`config.mk`:
```
export PLATFORM = sky130hd
export DESIGN_NAME = mem_subsys_top
export DESIGN_NICKNAME = d
export VERILOG_FILES = /design/src/rtl/mem_bus_pkg.sv /design/src/rtl/mem_uop_pkg.sv /design/src/rtl/operand_regs.sv /design/src/rtl/mem_access.sv /design/src/rtl/wait_state_gen.sv /design/src/rtl/mem_subsys_top.sv
export SDC_FILE = /design/constraint.sdc
export NUM_CORES = 1
export LEC_CHECK = 0
export ABC_CLOCK_PERIOD_IN_PS = 14150
export BUFFER_PORTS_ARGS = -buffer_cell sky130_fd_sc_hd__buf_4
export CAP_MARGIN = 20
export CORE_MARGIN = 1.5
export CORE_UTILIZATION = 50
export CTS_CLUSTER_DIAMETER = 30
export DETAILED_ROUTE_END_ITERATION = 16
export PLACE_DENSITY = 0.73
export SYNTH_ARGS = -nofsm -noshare
export SYNTH_HDL_FRONTEND = slang
export SYNTH_SLANG_ARGS = --single-unit
```
`constraint.sdc`:
```
create_clock -name clk -period 14.15 [get_ports clk]
set_clock_uncertainty 0.05 [all_clocks]
set_input_delay 0.7075 -clock clk [delete_from_list [all_inputs] [get_ports clk]]
set_output_delay 0.7075 -clock clk [all_outputs]
set_load 0.01 [all_outputs]
```
`src/rtl/mem_bus_pkg.sv`:
```
// bus-side package: address and bus widths, lane count, access size enum, bus beat struct
`default_nettype none

package mem_bus_pkg;

    localparam int ADDR_W = 24;    // byte address space
    localparam int BUS_W  = 16;
    localparam int BYTE_W = 8;
    localparam int LANES  = BUS_W / BYTE_W;

    // cached address when nothing is cached
    localparam logic [ADDR_W-1:0] NO_ADDR = '1;

    // operand width of one access
    typedef enum logic [1:0] {
        sz_byte,
        sz_word,
        sz_quad
    } acc_size_e;

    // everything driven onto the bus for one beat
    typedef struct packed {
        logic [ADDR_W-1:0] addr;
        logic [BUS_W-1:0]  din;
        logic [LANES-1:0]  we;     // bit 0 is the even byte
        logic              rd;
    } bus_beat_t;

endpackage

`default_nettype wire

```
`src/rtl/mem_uop_pkg.sv`:
```
// micro-operation package: operand width, address source, request and register load types
`default_nettype none

package mem_uop_pkg;

    localparam int DATA_W = 32;    // operand register width

    // where the effective address comes from
    typedef enum logic [1:0] {
        src_pc,
        src_da,
        src_sp,
        src_ea
    } ea_src_e;

    // register written by a load strobe
    typedef enum logic [1:0] {
        r_pc,
        r_da,
        r_sp,
        r_md
    } reg_sel_e;

    // levels from the sequencer
    typedef struct packed {
        logic                   rd;
        logic                   wr;
        mem_bus_pkg::acc_size_e size;
        ea_src_e                src;
        logic                   da2ea;    // copy da into ea
    } mem_req_t;

    // single-cycle register write
    typedef struct packed {
        logic              load;
        reg_sel_e          sel;
        logic [DATA_W-1:0] value;
    } reg_load_t;

endpackage

`default_nettype wire

```
`src/rtl/operand_regs.sv`:
```
// operand register block: pc, da, xsp and md with load port and pc advance after fetches
`default_nettype none

module operand_regs (
    input  logic                           clk,
    input  logic                           rst,
    input  mem_uop_pkg::reg_load_t         reg_load,
    input  logic                           fetch_done,
    input  mem_bus_pkg::acc_size_e         fetch_size,
    output logic [mem_bus_pkg::ADDR_W-1:0] pc,
    output logic [mem_uop_pkg::DATA_W-1:0] da,
    output logic [mem_uop_pkg::DATA_W-1:0] xsp,
    output logic [mem_uop_pkg::DATA_W-1:0] md
);

    import mem_bus_pkg::*;
    import mem_uop_pkg::*;

    logic [ADDR_W-1:0] pc_step;

    // bytes consumed by the fetch
    always_comb begin
        case (fetch_size)
            sz_byte: pc_step = ADDR_W'(1);
            sz_word: pc_step = ADDR_W'(2);
            default: pc_step = ADDR_W'(4);
        endcase
    end

    always_ff @(posedge clk or posedge rst) begin
        if (rst) begin
            pc  <= '0;
            da  <= '0;
            xsp <= '0;
            md  <= '0;
        end else begin
            if (fetch_done) begin
                pc <= pc + pc_step;
            end
            if (reg_load.load) begin
                case (reg_load.sel)
                    r_pc:    pc  <= reg_load.value[ADDR_W-1:0];    // upper byte dropped
                    r_da:    da  <= reg_load.value;
                    r_sp:    xsp <= reg_load.value;
                    default: md  <= reg_load.value;
                endcase
            end
        end
    end

    // sequencer never reloads pc in the cycle a fetch retires
    a_no_pc_clash: assert property (@(posedge clk) disable iff (rst)
        !(fetch_done && reg_load.load && reg_load.sel == r_pc));

endmodule

`default_nettype wire

```
`src/rtl/mem_access.sv`:
```
// memory access unit: address select, multi-beat read and write sequences, read cache, ea
`default_nettype none

module mem_access (
    input  logic                           clk,
    input  logic                           rst,
    input  mem_uop_pkg::mem_req_t          req,
    input  logic [mem_bus_pkg::ADDR_W-1:0] pc,
    input  logic [mem_uop_pkg::DATA_W-1:0] da,
    input  logic [mem_uop_pkg::DATA_W-1:0] xsp,
    input  logic [mem_uop_pkg::DATA_W-1:0] md,
    input  logic [mem_bus_pkg::BUS_W-1:0]  bus_dout,
    input  logic                           bus_busy,
    output mem_bus_pkg::bus_beat_t         beat,
    output logic [mem_uop_pkg::DATA_W-1:0] mdata,
    output logic [mem_uop_pkg::DATA_W-1:0] ea,
    output logic                           busy,
    output logic                           fetch_done,
    output mem_bus_pkg::acc_size_e         fetch_size
);

    import mem_bus_pkg::*;
    import mem_uop_pkg::*;

    localparam int WBUF_W = 3 * BUS_W;    // md shifted by one byte spans three beats

    // lanes used by beat k of an access
    function automatic logic [LANES-1:0] lane_mask(acc_size_e s, logic odd, logic [1:0] k);
        logic [LANES-1:0] m;
        case (k)
            2'd0:    m = odd ? 2'b10 : ((s == sz_byte) ? 2'b01 : 2'b11);
            2'd1:    m = (s == sz_quad) ? 2'b11 : 2'b01;
            default: m = 2'b01;
        endcase
        return m;
    endfunction

    // index of the final beat: 1, 2 or 3 beats per access
    function automatic logic [1:0] last_step(acc_size_e s, logic odd);
        logic [1:0] k;
        case (s)
            sz_byte: k = 2'd0;
            sz_word: k = odd ? 2'd1 : 2'd0;
            default: k = odd ? 2'd2 : 2'd1;
        endcase
        return k;
    endfunction

    logic [ADDR_W-1:0] nx_addr;
    logic [ADDR_W-1:0] ca;         // cached read address
    acc_size_e         csz;        // cached read size
    logic [ADDR_W-1:0] base;       // address of the first beat
    acc_size_e         sz;
    logic              from_pc;
    logic [2:0]        wp;         // one-hot write step
    logic [2:0]        rp;         // one-hot read step
    logic [WBUF_W-1:0] wbuf;
    logic [WBUF_W-1:0] nx_wbuf;
    logic              rd_l;
    logic              wr_l;
    logic              rd_edge;
    logic              wr_edge;
    logic              hit;
    logic              work;
    logic              start_wr;
    logic              start_rd;
    logic              accept;
    logic              odd;
    logic [1:0]        k;
    logic [1:0]        delta;
    logic [1:0]        idx0;
    logic [LANES-1:0]  lanes;

    always_comb begin
        case (req.src)
            src_da:  nx_addr = da[ADDR_W-1:0];
            src_sp:  nx_addr = xsp[ADDR_W-1:0];
            src_ea:  nx_addr = ea[ADDR_W-1:0];
            default: nx_addr = pc;
        endcase
    end

    // odd start moves md up one lane
    assign nx_wbuf = nx_addr[0] ? {8'h00, md, 8'h00} : {16'h0000, md};

    assign rd_edge  = req.rd && !rd_l;
    assign wr_edge  = req.wr && !wr_l;
    assign hit      = (nx_addr == ca) && (req.size == csz);
    assign work     = (wp != '0) || (rp != '0);
    assign start_wr = !work && wr_edge;
    assign start_rd = !work && rd_edge && !req.wr && !hit;
    assign busy     = work || start_wr || start_rd;
    assign accept   = work && !bus_busy;

    assign odd   = base[0];
    assign k     = (wp[2] || rp[2]) ? 2'd2 : ((wp[1] || rp[1]) ? 2'd1 : 2'd0);
    assign delta = (k == 2'd2) ? 2'd3 : ((k == 2'd1) ? (odd ? 2'd1 : 2'd2) : 2'd0);
    assign lanes = lane_mask(sz, odd, k);
    assign idx0  = delta - {1'b0, beat.addr[0]};    // result byte on the even lane

    assign beat.addr  = base + ADDR_W'(delta);
    assign beat.din   = wbuf[{k, 4'b0000} +: BUS_W];
    assign beat.we    = (wp != '0) ? lanes : '0;
    assign beat.rd    = rp != '0;
    assign fetch_size = sz;

    always_ff @(posedge clk or posedge rst) begin
        if (rst) begin
            rd_l       <= 1'b0;
            wr_l       <= 1'b0;
            ca         <= NO_ADDR;
            csz        <= sz_byte;
            base       <= '0;
            sz         <= sz_byte;
            from_pc    <= 1'b0;
            wp         <= '0;
            rp         <= '0;
            mdata      <= '0;
            ea         <= '0;
            fetch_done <= 1'b0;
        end else begin
            rd_l       <= req.rd;
            wr_l       <= req.wr;
            fetch_done <= 1'b0;
            if (req.da2ea) begin
                ea <= da;
            end
            if (start_wr) begin
                base <= nx_addr;
                sz   <= req.size;
                ca   <= NO_ADDR;    // written bytes may overlap the cached read
                wp   <= 3'b001;
            end else if (start_rd) begin
                base    <= nx_addr;
                sz      <= req.size;
                ca      <= nx_addr;
                csz     <= req.size;
                from_pc <= req.src == src_pc;
                mdata   <= '0;      // upper bytes stay zero for short reads
                rp      <= 3'b001;
            end else if (accept) begin
                if (rp != '0) begin
                    for (int i = 0; i < LANES; i++) begin
                        if (lanes[i]) begin
                            mdata[{idx0 + 2'(i), 3'b000} +: BYTE_W] <=
                                bus_dout[BYTE_W*i +: BYTE_W];
                        end
                    end
                end
                if (k == last_step(sz, odd)) begin
                    fetch_done <= (rp != '0) && from_pc;
                    wp         <= '0;
                    rp         <= '0;
                end else begin
                    wp <= wp << 1;
                    rp <= rp << 1;
                end
            end
        end
    end

    always_ff @(posedge clk) begin
        if (start_wr) begin
            wbuf <= nx_wbuf;
        end
    end

    a_rd_we_excl: assert property (@(posedge clk) disable iff (rst)
        !(beat.rd && (beat.we != '0)));

    // wait states from the bus must not disturb the beat
    a_beat_hold: assert property (@(posedge clk) disable iff (rst)
        bus_busy |=> $stable(beat));

    a_fetch_pulse: assert property (@(posedge clk) disable iff (rst)
        fetch_done |=> !fetch_done);

endmodule

`default_nettype wire

```
`src/rtl/wait_state_gen.sv`:
```
// wait-state generator: holds bus_busy for WAIT_CYCLES cycles on each new bus beat
`default_nettype none

module wait_state_gen #(
    parameter int WAIT_CYCLES = 1
) (
    input  logic                   clk,
    input  logic                   rst,
    input  mem_bus_pkg::bus_beat_t beat,
    output logic                   bus_busy
);

    import mem_bus_pkg::*;

    localparam int CNT_W = (WAIT_CYCLES < 2) ? 1 : $clog2(WAIT_CYCLES);

    bus_beat_t        last;      // beat seen one cycle earlier
    logic [CNT_W-1:0] cnt;       // wait cycles still to go after the first
    logic             active;
    logic             fresh;

    assign active   = beat.rd || (beat.we != '0);
    assign fresh    = active && (beat != last);
    assign bus_busy = (WAIT_CYCLES > 0) && (fresh || (cnt != '0));

    always_ff @(posedge clk or posedge rst) begin
        if (rst) begin
            last <= '0;
            cnt  <= '0;
        end else begin
            last <= beat;
            if (fresh && (WAIT_CYCLES > 1)) begin
                cnt <= CNT_W'(WAIT_CYCLES - 1);
            end else if (cnt != '0) begin
                cnt <= cnt - 1'b1;
            end
        end
    end

    // requester keeps its strobe up through every wait cycle
    a_busy_needs_strobe: assert property (@(posedge clk) disable iff (rst)
        bus_busy |-> active);

endmodule

`default_nettype wire

```
`src/rtl/mem_subsys_top.sv`:
```
// memory subsystem top: operand registers, memory access unit and wait-state generator
`default_nettype none

module mem_subsys_top #(
    parameter int WAIT_CYCLES = 1
) (
    input  logic                           clk,
    input  logic                           rst,
    input  mem_uop_pkg::mem_req_t          req,
    input  mem_uop_pkg::reg_load_t         reg_load,
    input  logic [mem_bus_pkg::BUS_W-1:0]  bus_dout,
    output mem_bus_pkg::bus_beat_t         beat,
    output logic [mem_uop_pkg::DATA_W-1:0] mdata,
    output logic [mem_uop_pkg::DATA_W-1:0] ea,
    output logic [mem_bus_pkg::ADDR_W-1:0] pc,
    output logic                           busy
);

    import mem_bus_pkg::*;
    import mem_uop_pkg::*;

    logic [DATA_W-1:0] da;
    logic [DATA_W-1:0] xsp;
    logic [DATA_W-1:0] md;          // write data
    logic              fetch_done;
    acc_size_e         fetch_size;
    logic              bus_busy;    // wait states from the bus

    operand_regs i_regs (
        .clk        (clk),
        .rst        (rst),
        .reg_load   (reg_load),
        .fetch_done (fetch_done),
        .fetch_size (fetch_size),
        .pc         (pc),
        .da         (da),
        .xsp        (xsp),
        .md         (md)
    );

    mem_access i_mem (
        .clk        (clk),
        .rst        (rst),
        .req        (req),
        .pc         (pc),
        .da         (da),
        .xsp        (xsp),
        .md         (md),
        .bus_dout   (bus_dout),
        .bus_busy   (bus_busy),
        .beat       (beat),
        .mdata      (mdata),
        .ea         (ea),
        .busy       (busy),
        .fetch_done (fetch_done),
        .fetch_size (fetch_size)
    );

    wait_state_gen #(
        .WAIT_CYCLES (WAIT_CYCLES)
    ) i_wait (
        .clk      (clk),
        .rst      (rst),
        .beat     (beat),
        .bus_busy (bus_busy)
    );

endmodule

`default_nettype wire

```
==> PnR_summary.wiki, run 1 <==
{| class="wikitable"
! Metric !! Value
|-
| Synthesis-to-layout area growth || 26.5%
|-
| FFs w/ async S/R, synth || 87.5%
|-
| Hold path endpoint || i_mem.rd_l$_DFF_PP0_
|-
| Share of cells above drive strength 1 || 35.3%
|-
| H-tree depth || 3
|-
| Mean instance size in the synthesized netlist || 11.6 um2
|-
| Hold buffer count at CTS || 0
|-
| Synthesized-area fraction occupied by adder cells || 0.849%
|-
| Post-route DRC || 0
|-
| Maximum clock rate || 184 MHz
|-
| Final min period || 5.45 ns
|-
| Top flip-flop cell by instance count after synthesis || dfrtp_1
|-
| Count of cells along the worst register-to-register path || 12
|-
| Dominant delay contributor by cell family on the critical path || simple AND/OR/NAND/NOR gates
|-
| Global-route wire length before repair || 71000 um
|-
| Hold Startpoint || req[6]
|-
| Overflow left after global routing || 0
|-
| Number of violations of the max-capacitance limit || 0
|-
| Inserted Clock Buffers || 74
|-
| CP Capture Type || flip-flop
|-
| Flip-flop and latch count after synthesis || 321
|-
| Number of enable flip-flop cells after synthesis || 40
|-
| Clock insertion delay at the later pin of the skew report || 0.58 ns
|-
| Floorplan Core Area || 32500 um2
|-
| I/O pins || 192
|-
| Most frequent cells in the layout || 257 x dfrtp_1, 203 x buf_4, 154 x mux2_2, 117 x nand2_1, 89 x nor2_1
|-
| Vias/cell || 5.75
|-
| Worst hold path depth || 1
|-
| Multi-input logic area || 7610 um2
|-
| Sequential area share after synthesis || 50.0%
|-
| Hold Crit Class || input pin to flip-flop
|-
| Post-synthesis cell type count || 82
|-
| Vertical die dimension || 185 um
|-
| Register clock-pin slew on the reported worst setup and hold paths || 0.05 ns
|-
| Largest family of logic cells by synthesized area || multiplexers
|-
| Count of input and output buffers || 191
|-
| Cell at the slowest stage of the critical path || or4_1
|-
| Via count of the first global-routing pass || 12500
|-
| # rows || 66
|-
| Post-layout net count || 1693
|-
| Die width || 185 um
|-
| Initial antenna violation count || 1
|-
| Ordered list of cells on the worst path || nor2_4 > o21ai_0 > inv_1 > fa_1 > nand3b_2 > or4_1 > nor3_4 > nor3b_1 > nor4_2 > nand3_2 > o41ai_1 > a21oi_1
|-
| Leading cell type in the layout, fill and taps excluded || dfrtp_1
|-
| First-pass iteration count of the detailed router || 5
|-
| R2r endpoint || i_mem.mdata[30]$_DFFE_PP0P_
|-
| Total wire length after detailed routing || 46300 um
|-
| Maximum number of pins on one net before global-route repair || 171
|-
| Die Area || 34100 um2
|-
| Final setup vio count || 0
|-
| Routability congestion estimate || 0.867
|-
| Worst hold margin || 0.202 ns
|-
| Relative slew margins || 23.9%
|-
| Slack of the worst reg-to-reg path || 8.70 ns
|-
| Layout fillers || 2529
|-
| Starting density of the core || 50.7%
|-
| Clock tree from TritonCTS || built
|-
| Max-slew violation count || 0
|-
| Run status || finished clean
|-
| Post-detailed-route wirelength per cell || 21.8 um
|-
| # Post-CTS Setup Buffers || 0
|-
| Final hold vios || 0
|-
| Critical path type || flip-flop to flip-flop
|-
| Count of antenna-violating nets left after detailed routing || 0
|-
| Synth Area in XOR/XNOR || 6.25%
|-
| Crit-path max cell delay || 0.77 ns
|-
| Mux cell area share after synthesis || 17.2%
|-
| Count of cells resized by post-cts repair || 0
|-
| GRT Util Overall || 27.4%
|-
| Slew of the pin with the lowest slew margin || 1.14 ns
|-
| Largest fanout of any net on the critical path || 27
|-
| Net Count, Synth || 1494
|-
| Startpoint of the worst register-to-register path || i_mem.wp[1]$_DFFE_PP0P_
|-
| Count of synthesis-stage warnings from yosys || 0
|-
| Sum of net half-perimeters after detailed placement || 31200 um
|-
| Setup repair after global routing missed its margin || false
|-
| Synth Area in Compound Gates || 10.5%
|-
| Pwr Density || 201 nW/um2
|-
| Post-synthesis instance area || 16500 um2
|-
| Number of clock sinks || 321
|-
| Combined buffer and inverter count along the critical path || 1
|-
| Share of the cycle needed by the critical path after routing || 38.5%
|-
| Number of vias in the routed layout || 12200
|-
| Clock Root Buffer || clkbuf_16
|-
| Number of instances in the synthesized netlist || 1424
|-
| Nature of the critical path startpoint || flip-flop
|-
| Critical path required time || 14.52 ns
|-
| Signal arrival time at the worst endpoint || 5.82 ns
|-
| Worst VDD drop || 131 uV
|-
| Drt first-iter violations || 1040
|-
| Static leakage || 9.13 nW
|-
| Maximum root-to-sink buffer count || 3
|-
| Combined flip-flop and latch cell area || 8260 um2
|-
| Post-Synth Simple-Gate Area || 11.1%
|-
| Total negative slack for setup checks || 0 ns
|}
## kinds of logic after synthesis
logic type                 Yosys count
AOI/OAI and AO/OA                  237
muxes                              235
xor gates and xnor gates           113
DFF                                321
adders and majority gates           10
and+or+nand+nor                    359
buffers and inverters              149
## per-stage QoR
stage          cells  instance area [um2]  utilization [%]  worst slack, ns  power, W
2_1_floorplan   1424                16500                -             5.68   0.00201
3_3_place_gp    1987                18200             56.0             8.99   0.00238
3_5_place_dp    1988                18200             56.0             8.79   0.00241
4_1_cts         2123                20900             64.2             8.75   0.00421
5_1_grt         2124                20900             64.2             8.42   0.00438
6_report        2125                20900             64.2             8.70   0.00420
## synthesized netlist by cell type (11+ instances only)
library cell / number / area [um2]
edfxtp_1: 40 / 1200
buf_1: 14 / 52.6
o41ai_2: 21 / 342
nand3_1: 23 / 115
xor2_1: 55 / 482
nor2b_1: 13 / 81.3
nor2_1: 90 / 338
xnor2_1: 55 / 482
dfstp_2: 24 / 631
nand4_1: 16 / 100
a22oi_1: 26 / 195
nand2_1: 118 / 443
a31oi_1: 11 / 68.8
mux2_1: 18 / 203
and2_1: 11 / 68.8
buf_2: 21 / 105
mux4_2: 22 / 495
mux2i_1: 41 / 410
mux2_2: 154 / 1730
o21ai_0: 45 / 225
inv_1: 65 / 244
a21oi_2: 11 / 96.3
a21oi_1: 55 / 275
clkbuf_1: 37 / 139
dfrtp_1: 257 / 6430
## per-layer routing
| layer | wire (um) | part of all wire (%) | global-route usage, % | vias up |
|---|---|---|---|---|
| met1 | 19100 | 41 | 34.9 | 6114 |
| met5 | 11 | 0.024 | 0 | - |
| met4 | 1630 | 3.5 | 12.0 | 2 |
| met3 | 4020 | 8.7 | 7.92 | 103 |
| li1 | - | - | - | 5520 |
| met2 | 21500 | 47 | 43.5 | 489 |
## final cells by class
cell class                      instances  area share [%]
Inverter                               66            1.22
Antenna cell                            1          0.0120
Sequential cell                       321            39.6
Timing Repair Buffer                  206            7.47
Multi-Input combinational cell        954            36.4
Clock buffer                           87            9.55
Tap cell                              442            2.65
Clock inverter                         48            3.09
## sequential cells by signal (all words and copies together) (netlist names)
| name | cells |
|---|---|
| i_wait.last | 43 |
| i_mem.wbuf | 40 |
| i_mem.ea | 32 |
| i_mem.mdata | 32 |
| i_regs.da | 32 |
| i_regs.md | 32 |
| i_mem.base | 24 |
| i_mem.ca | 24 |
| i_regs.pc | 24 |
| i_regs.xsp | 24 |
| i_mem.rp | 3 |
| i_mem.wp | 3 |
| i_mem.csz | 2 |
| i_mem.fetch_size | 2 |
| i_mem.fetch_done | 1 |
| i_mem.from_pc | 1 |
| i_mem.rd_l | 1 |
| i_mem.wr_l | 1 |
## report_power, final
| group | switching, W | leakage (nW) | internal, W | total (W) |
|---|---|---|---|---|
| sequential | 0.000215 | 3.73 | 0.00117 | 0.00139 |
| clock | 0.000571 | 1.25 | 0.00120 | 0.00177 |
| combinational | 0.000543 | 4.15 | 0.000496 | 0.00104 |
## worst max-delay path by stage
stage	from	end	slack (ns)	cells past startpoint
finish	i_mem.wp[1]$_DFFE_PP0P_	i_mem.mdata[30]$_DFFE_PP0P_	8.70	12
CTS	i_mem.rp[1]$_DFFE_PP0P_	i_mem.mdata[30]$_DFFE_PP0P_	8.75	12
global route	i_mem.rp[1]$_DFFE_PP0P_	i_mem.mdata[30]$_DFFE_PP0P_	8.42	12
floorplan	rst	i_mem.base[0]$_DFFE_PP0P_	5.68	1
detailed placement	i_mem.rp[1]$_DFFE_PP0P_	i_mem.mdata[30]$_DFFE_PP0P_	8.79	12
global placement	i_mem.rp[1]$_DFFE_PP0P_	i_mem.mdata[26]$_DFFE_PP0P_	8.99	12
Note: power is estimated with default switching activity, not from simulation.
==> inputs of run 2 (changes only) <==
ABC_CLOCK_PERIOD_IN_PS = 4700   (was 14150)
PLACE_DENSITY = 0.76   (was 0.73)
clock period = 4.7 ns   (was 14.15 ns; I/O delays follow)
==> run 2 against run 1 <==
Net effect:
- fmax grew 23%
- sequential power grew to 3.0 times the previous value
- combinational power grew to 3.1 times the previous value
- total power increased to 3.0 times the previous value
- sequential share of layout area down 0.83 points
- cell area increased by 2.2%
- clock-buffer cell count is 4 higher
- non-clock buffer count up 56
- global-route usage increased by 1.2 points
==> PnR_summary.wiki, run 2 (synthesis results as in run 1) <==
{| class="wikitable"
! Metric !! Value
|-
| Run status || finished clean
|-
| Worst VDD drop || 363 uV
|-
| CP Capture Type || flip-flop
|-
| Pwr Density || 591 nW/um2
|-
| Post-detailed-route wirelength per cell || 22.2 um
|-
| Share of cells above drive strength 1 || 34.7%
|-
| Inserted Clock Buffers || 69
|-
| Relative slew margins || 23.8%
|-
| Startpoint of the worst register-to-register path || i_mem.base[0]$_DFFE_PP0P_
|-
| Hold Startpoint || bus_dout[14]
|-
| # rows || 66
|-
| Die Area || 34100 um2
|-
| Routability congestion estimate || 0.883
|-
| Starting density of the core || 50.7%
|-
| Layout fillers || 2427
|-
| Largest regs || i_wait.last (43), i_mem.wbuf (40)
|-
| Maximum number of pins on one net before global-route repair || 190
|-
| Count of input and output buffers || 191
|-
| Count of cells along the worst register-to-register path || 14
|-
| Worst Setup SP || i_mem.base[0]$_DFFE_PP0P_
|-
| Slack of the worst reg-to-reg path || 0.28 ns
|-
| Path length in cells of the critical path || 14
|-
| End point of the critical path || i_mem.mdata[13]$_DFFE_PP0P_
|-
| Most frequent cells in the layout || 256 x dfrtp_1, 218 x buf_4, 154 x mux2_2, 117 x nand2_1, 89 x nor2_1
|-
| Sum of net half-perimeters after detailed placement || 31500 um
|-
| Total negative slack for setup checks || 0 ns
|-
| Flip-flop count of the largest register after layout || 43
|-
| Worst hold margin || 0.104 ns
|-
| Clock tree from TritonCTS || built
|-
| Cell at the slowest stage of the critical path || or4_4
|-
| GRT Util Overall || 28.6%
|-
| I/O pins || 192
|-
| Dominant delay contributor by cell family on the critical path || simple AND/OR/NAND/NOR gates
|-
| Share of the cycle needed by the critical path after routing || 93.9%
|-
| Combined flip-flop and latch cell area || 8260 um2
|-
| Ordered list of cells on the worst path || o21ai_0 > nand2_1 > ha_1 > inv_1 > fa_1 > nand3b_2 > or4_4 > nor2b_1 > xnor2_1 > and2_1 > or4b_1 > buf_4 > nor4b_2 > o221a_1
|-
| Number of vias in the routed layout || 12600
|-
| Pre-CTS WS || 0.106 ns
|-
| Overall power || 0.0126 W
|-
| Final setup vio count || 0
|-
| Vias/cell || 5.79
|-
| # Post-CTS Setup Buffers || 0
|-
| Signal arrival time at the worst endpoint || 4.84 ns
|-
| Drt first-iter violations || 1153
|-
| Nature of the critical path startpoint || flip-flop
|-
| Largest reg by FF count || i_wait.last
|-
| Die width || 185 um
|-
| Multi-input logic area || 7610 um2
|-
| Clock insertion delay at the later pin of the skew report || 0.58 ns
|-
| Combined buffer and inverter count along the critical path || 2
|-
| Leading cell type in the layout, fill and taps excluded || dfrtp_1
|-
| Final min period || 4.42 ns
|-
| Hold Crit Class || input pin to flip-flop
|-
| H-tree depth || 3
|-
| Critical path required time || 5.12 ns
|-
| Crit-path max cell delay || 0.65 ns
|-
| Max-slew violation count || 0
|-
| Overflow left after global routing || 0
|-
| Total wire length after detailed routing || 48300 um
|-
| Post-route DRC || 0
|-
| First-pass iteration count of the detailed router || 5
|-
| Via count of the first global-routing pass || 13100
|-
| Slew of the pin with the lowest slew margin || 1.14 ns
|-
| R2r endpoint || i_mem.mdata[13]$_DFFE_PP0P_
|-
| Final hold vios || 0
|-
| Initial antenna violation count || 1
|-
| Register clock-pin slew on the reported worst setup and hold paths || 0.04 ns
|-
| Post-layout net count || 1744
|-
| Critical path type || flip-flop to flip-flop
|-
| Largest fanout of any net on the critical path || 27
|-
| Vertical die dimension || 185 um
|-
| Global-route wire length before repair || 74600 um
|-
| Maximum root-to-sink buffer count || 3
|-
| Clock Root Buffer || clkbuf_16
|-
| Floorplan Core Area || 32500 um2
|-
| Count of antenna-violating nets left after detailed routing || 0
|-
| Number of violations of the max-capacitance limit || 0
|-
| Fin worst setup slack || 0.284 ns
|-
| Setup repair after global routing missed its margin || false
|-
| Maximum clock rate || 226 MHz
|-
| Synthesis-to-layout area growth || 29.2%
|-
| Static leakage || 9.36 nW
|-
| Number of clock sinks || 321
|}
run 2: cell count changes in the layout (fill, tap and decap cells not counted), sizes merged, moves of 4 or more:
cell / before / now
clkinvlp: 12 / 5
clkbuf: 87 / 91
inv: 70 / 74
clkinv: 22 / 13
buf: 205 / 220
dlygate4sd3: 0 / 42
run 2: layout make-up:
cell class | count | area share (%)
timing repair buffer | 262 | 9.76
sequential | 321 | 38.7
clock buffer | 91 | 9.14
tap | 442 | 2.59
inverter | 66 | 1.18
multi-input combinational | 954 | 35.7
clock inverter | 37 | 2.87
antenna | 2 | 0.0235
run 2: metal layers:
| metal | up-vias | share of wire, % | track usage (%) |
|---|---|---|---|
| met1 | 6287 | 40 | 35.9 |
| li1 | 5622 | - | - |
| met2 | 558 | 48 | 47.3 |
| met5 | - | 0 | 0 |
| met4 | 0 | 4.2 | 13.0 |
| met3 | 120 | 7.3 | 6.28 |
run 2: worst min path at each step:
stage | to | depth (start not counted)
finish | i_mem.mdata[30]$_DFFE_PP0P_ | 5
global route | i_mem.mdata[23]$_DFFE_PP0P_ | 5
CTS | i_mem.mdata[31]$_DFFE_PP0P_ | 5
detailed placement | i_mem.wr_l$_DFF_PP0_ | 1
global placement | i_mem.wr_l$_DFF_PP0_ | 1
floorplan | i_mem.rd_l$_DFF_PP0_ | 0
run 2: report_power, final:
part / switching [W] / internal [W] / leakage, nW
combinational: 0.00165 / 0.00153 / 4.39
sequential: 0.000657 / 0.00352 / 3.73
clock: 0.00168 / 0.00357 / 1.24
total: 0.00399 / 0.00863 / 9.36
run 2: timing repair:
action                                  in CTS  in global routing
hold endpoints to repair                   215                  0
endpoints found under the setup margin       0                 33
hold buffers                                42                  0
resized for setup                            0                  2
run 2: worst min-delay path: stages:
cell and delay [ns]:
buf_4 0.13, nand2_1 0.06, o211ai_1 0.08, o41ai_1 0.07, a21oi_1 0.10
run 2: per-stage QoR:
step                cells  utilization (%)  cell area [um2]
detailed placement   2003             56.4            18300
global route         2174             65.6            21300
floorplan            1424                -            16500
CTS                  2173             65.5            21300
finish               2175             65.6            21300
global placement     2002             56.3            18300
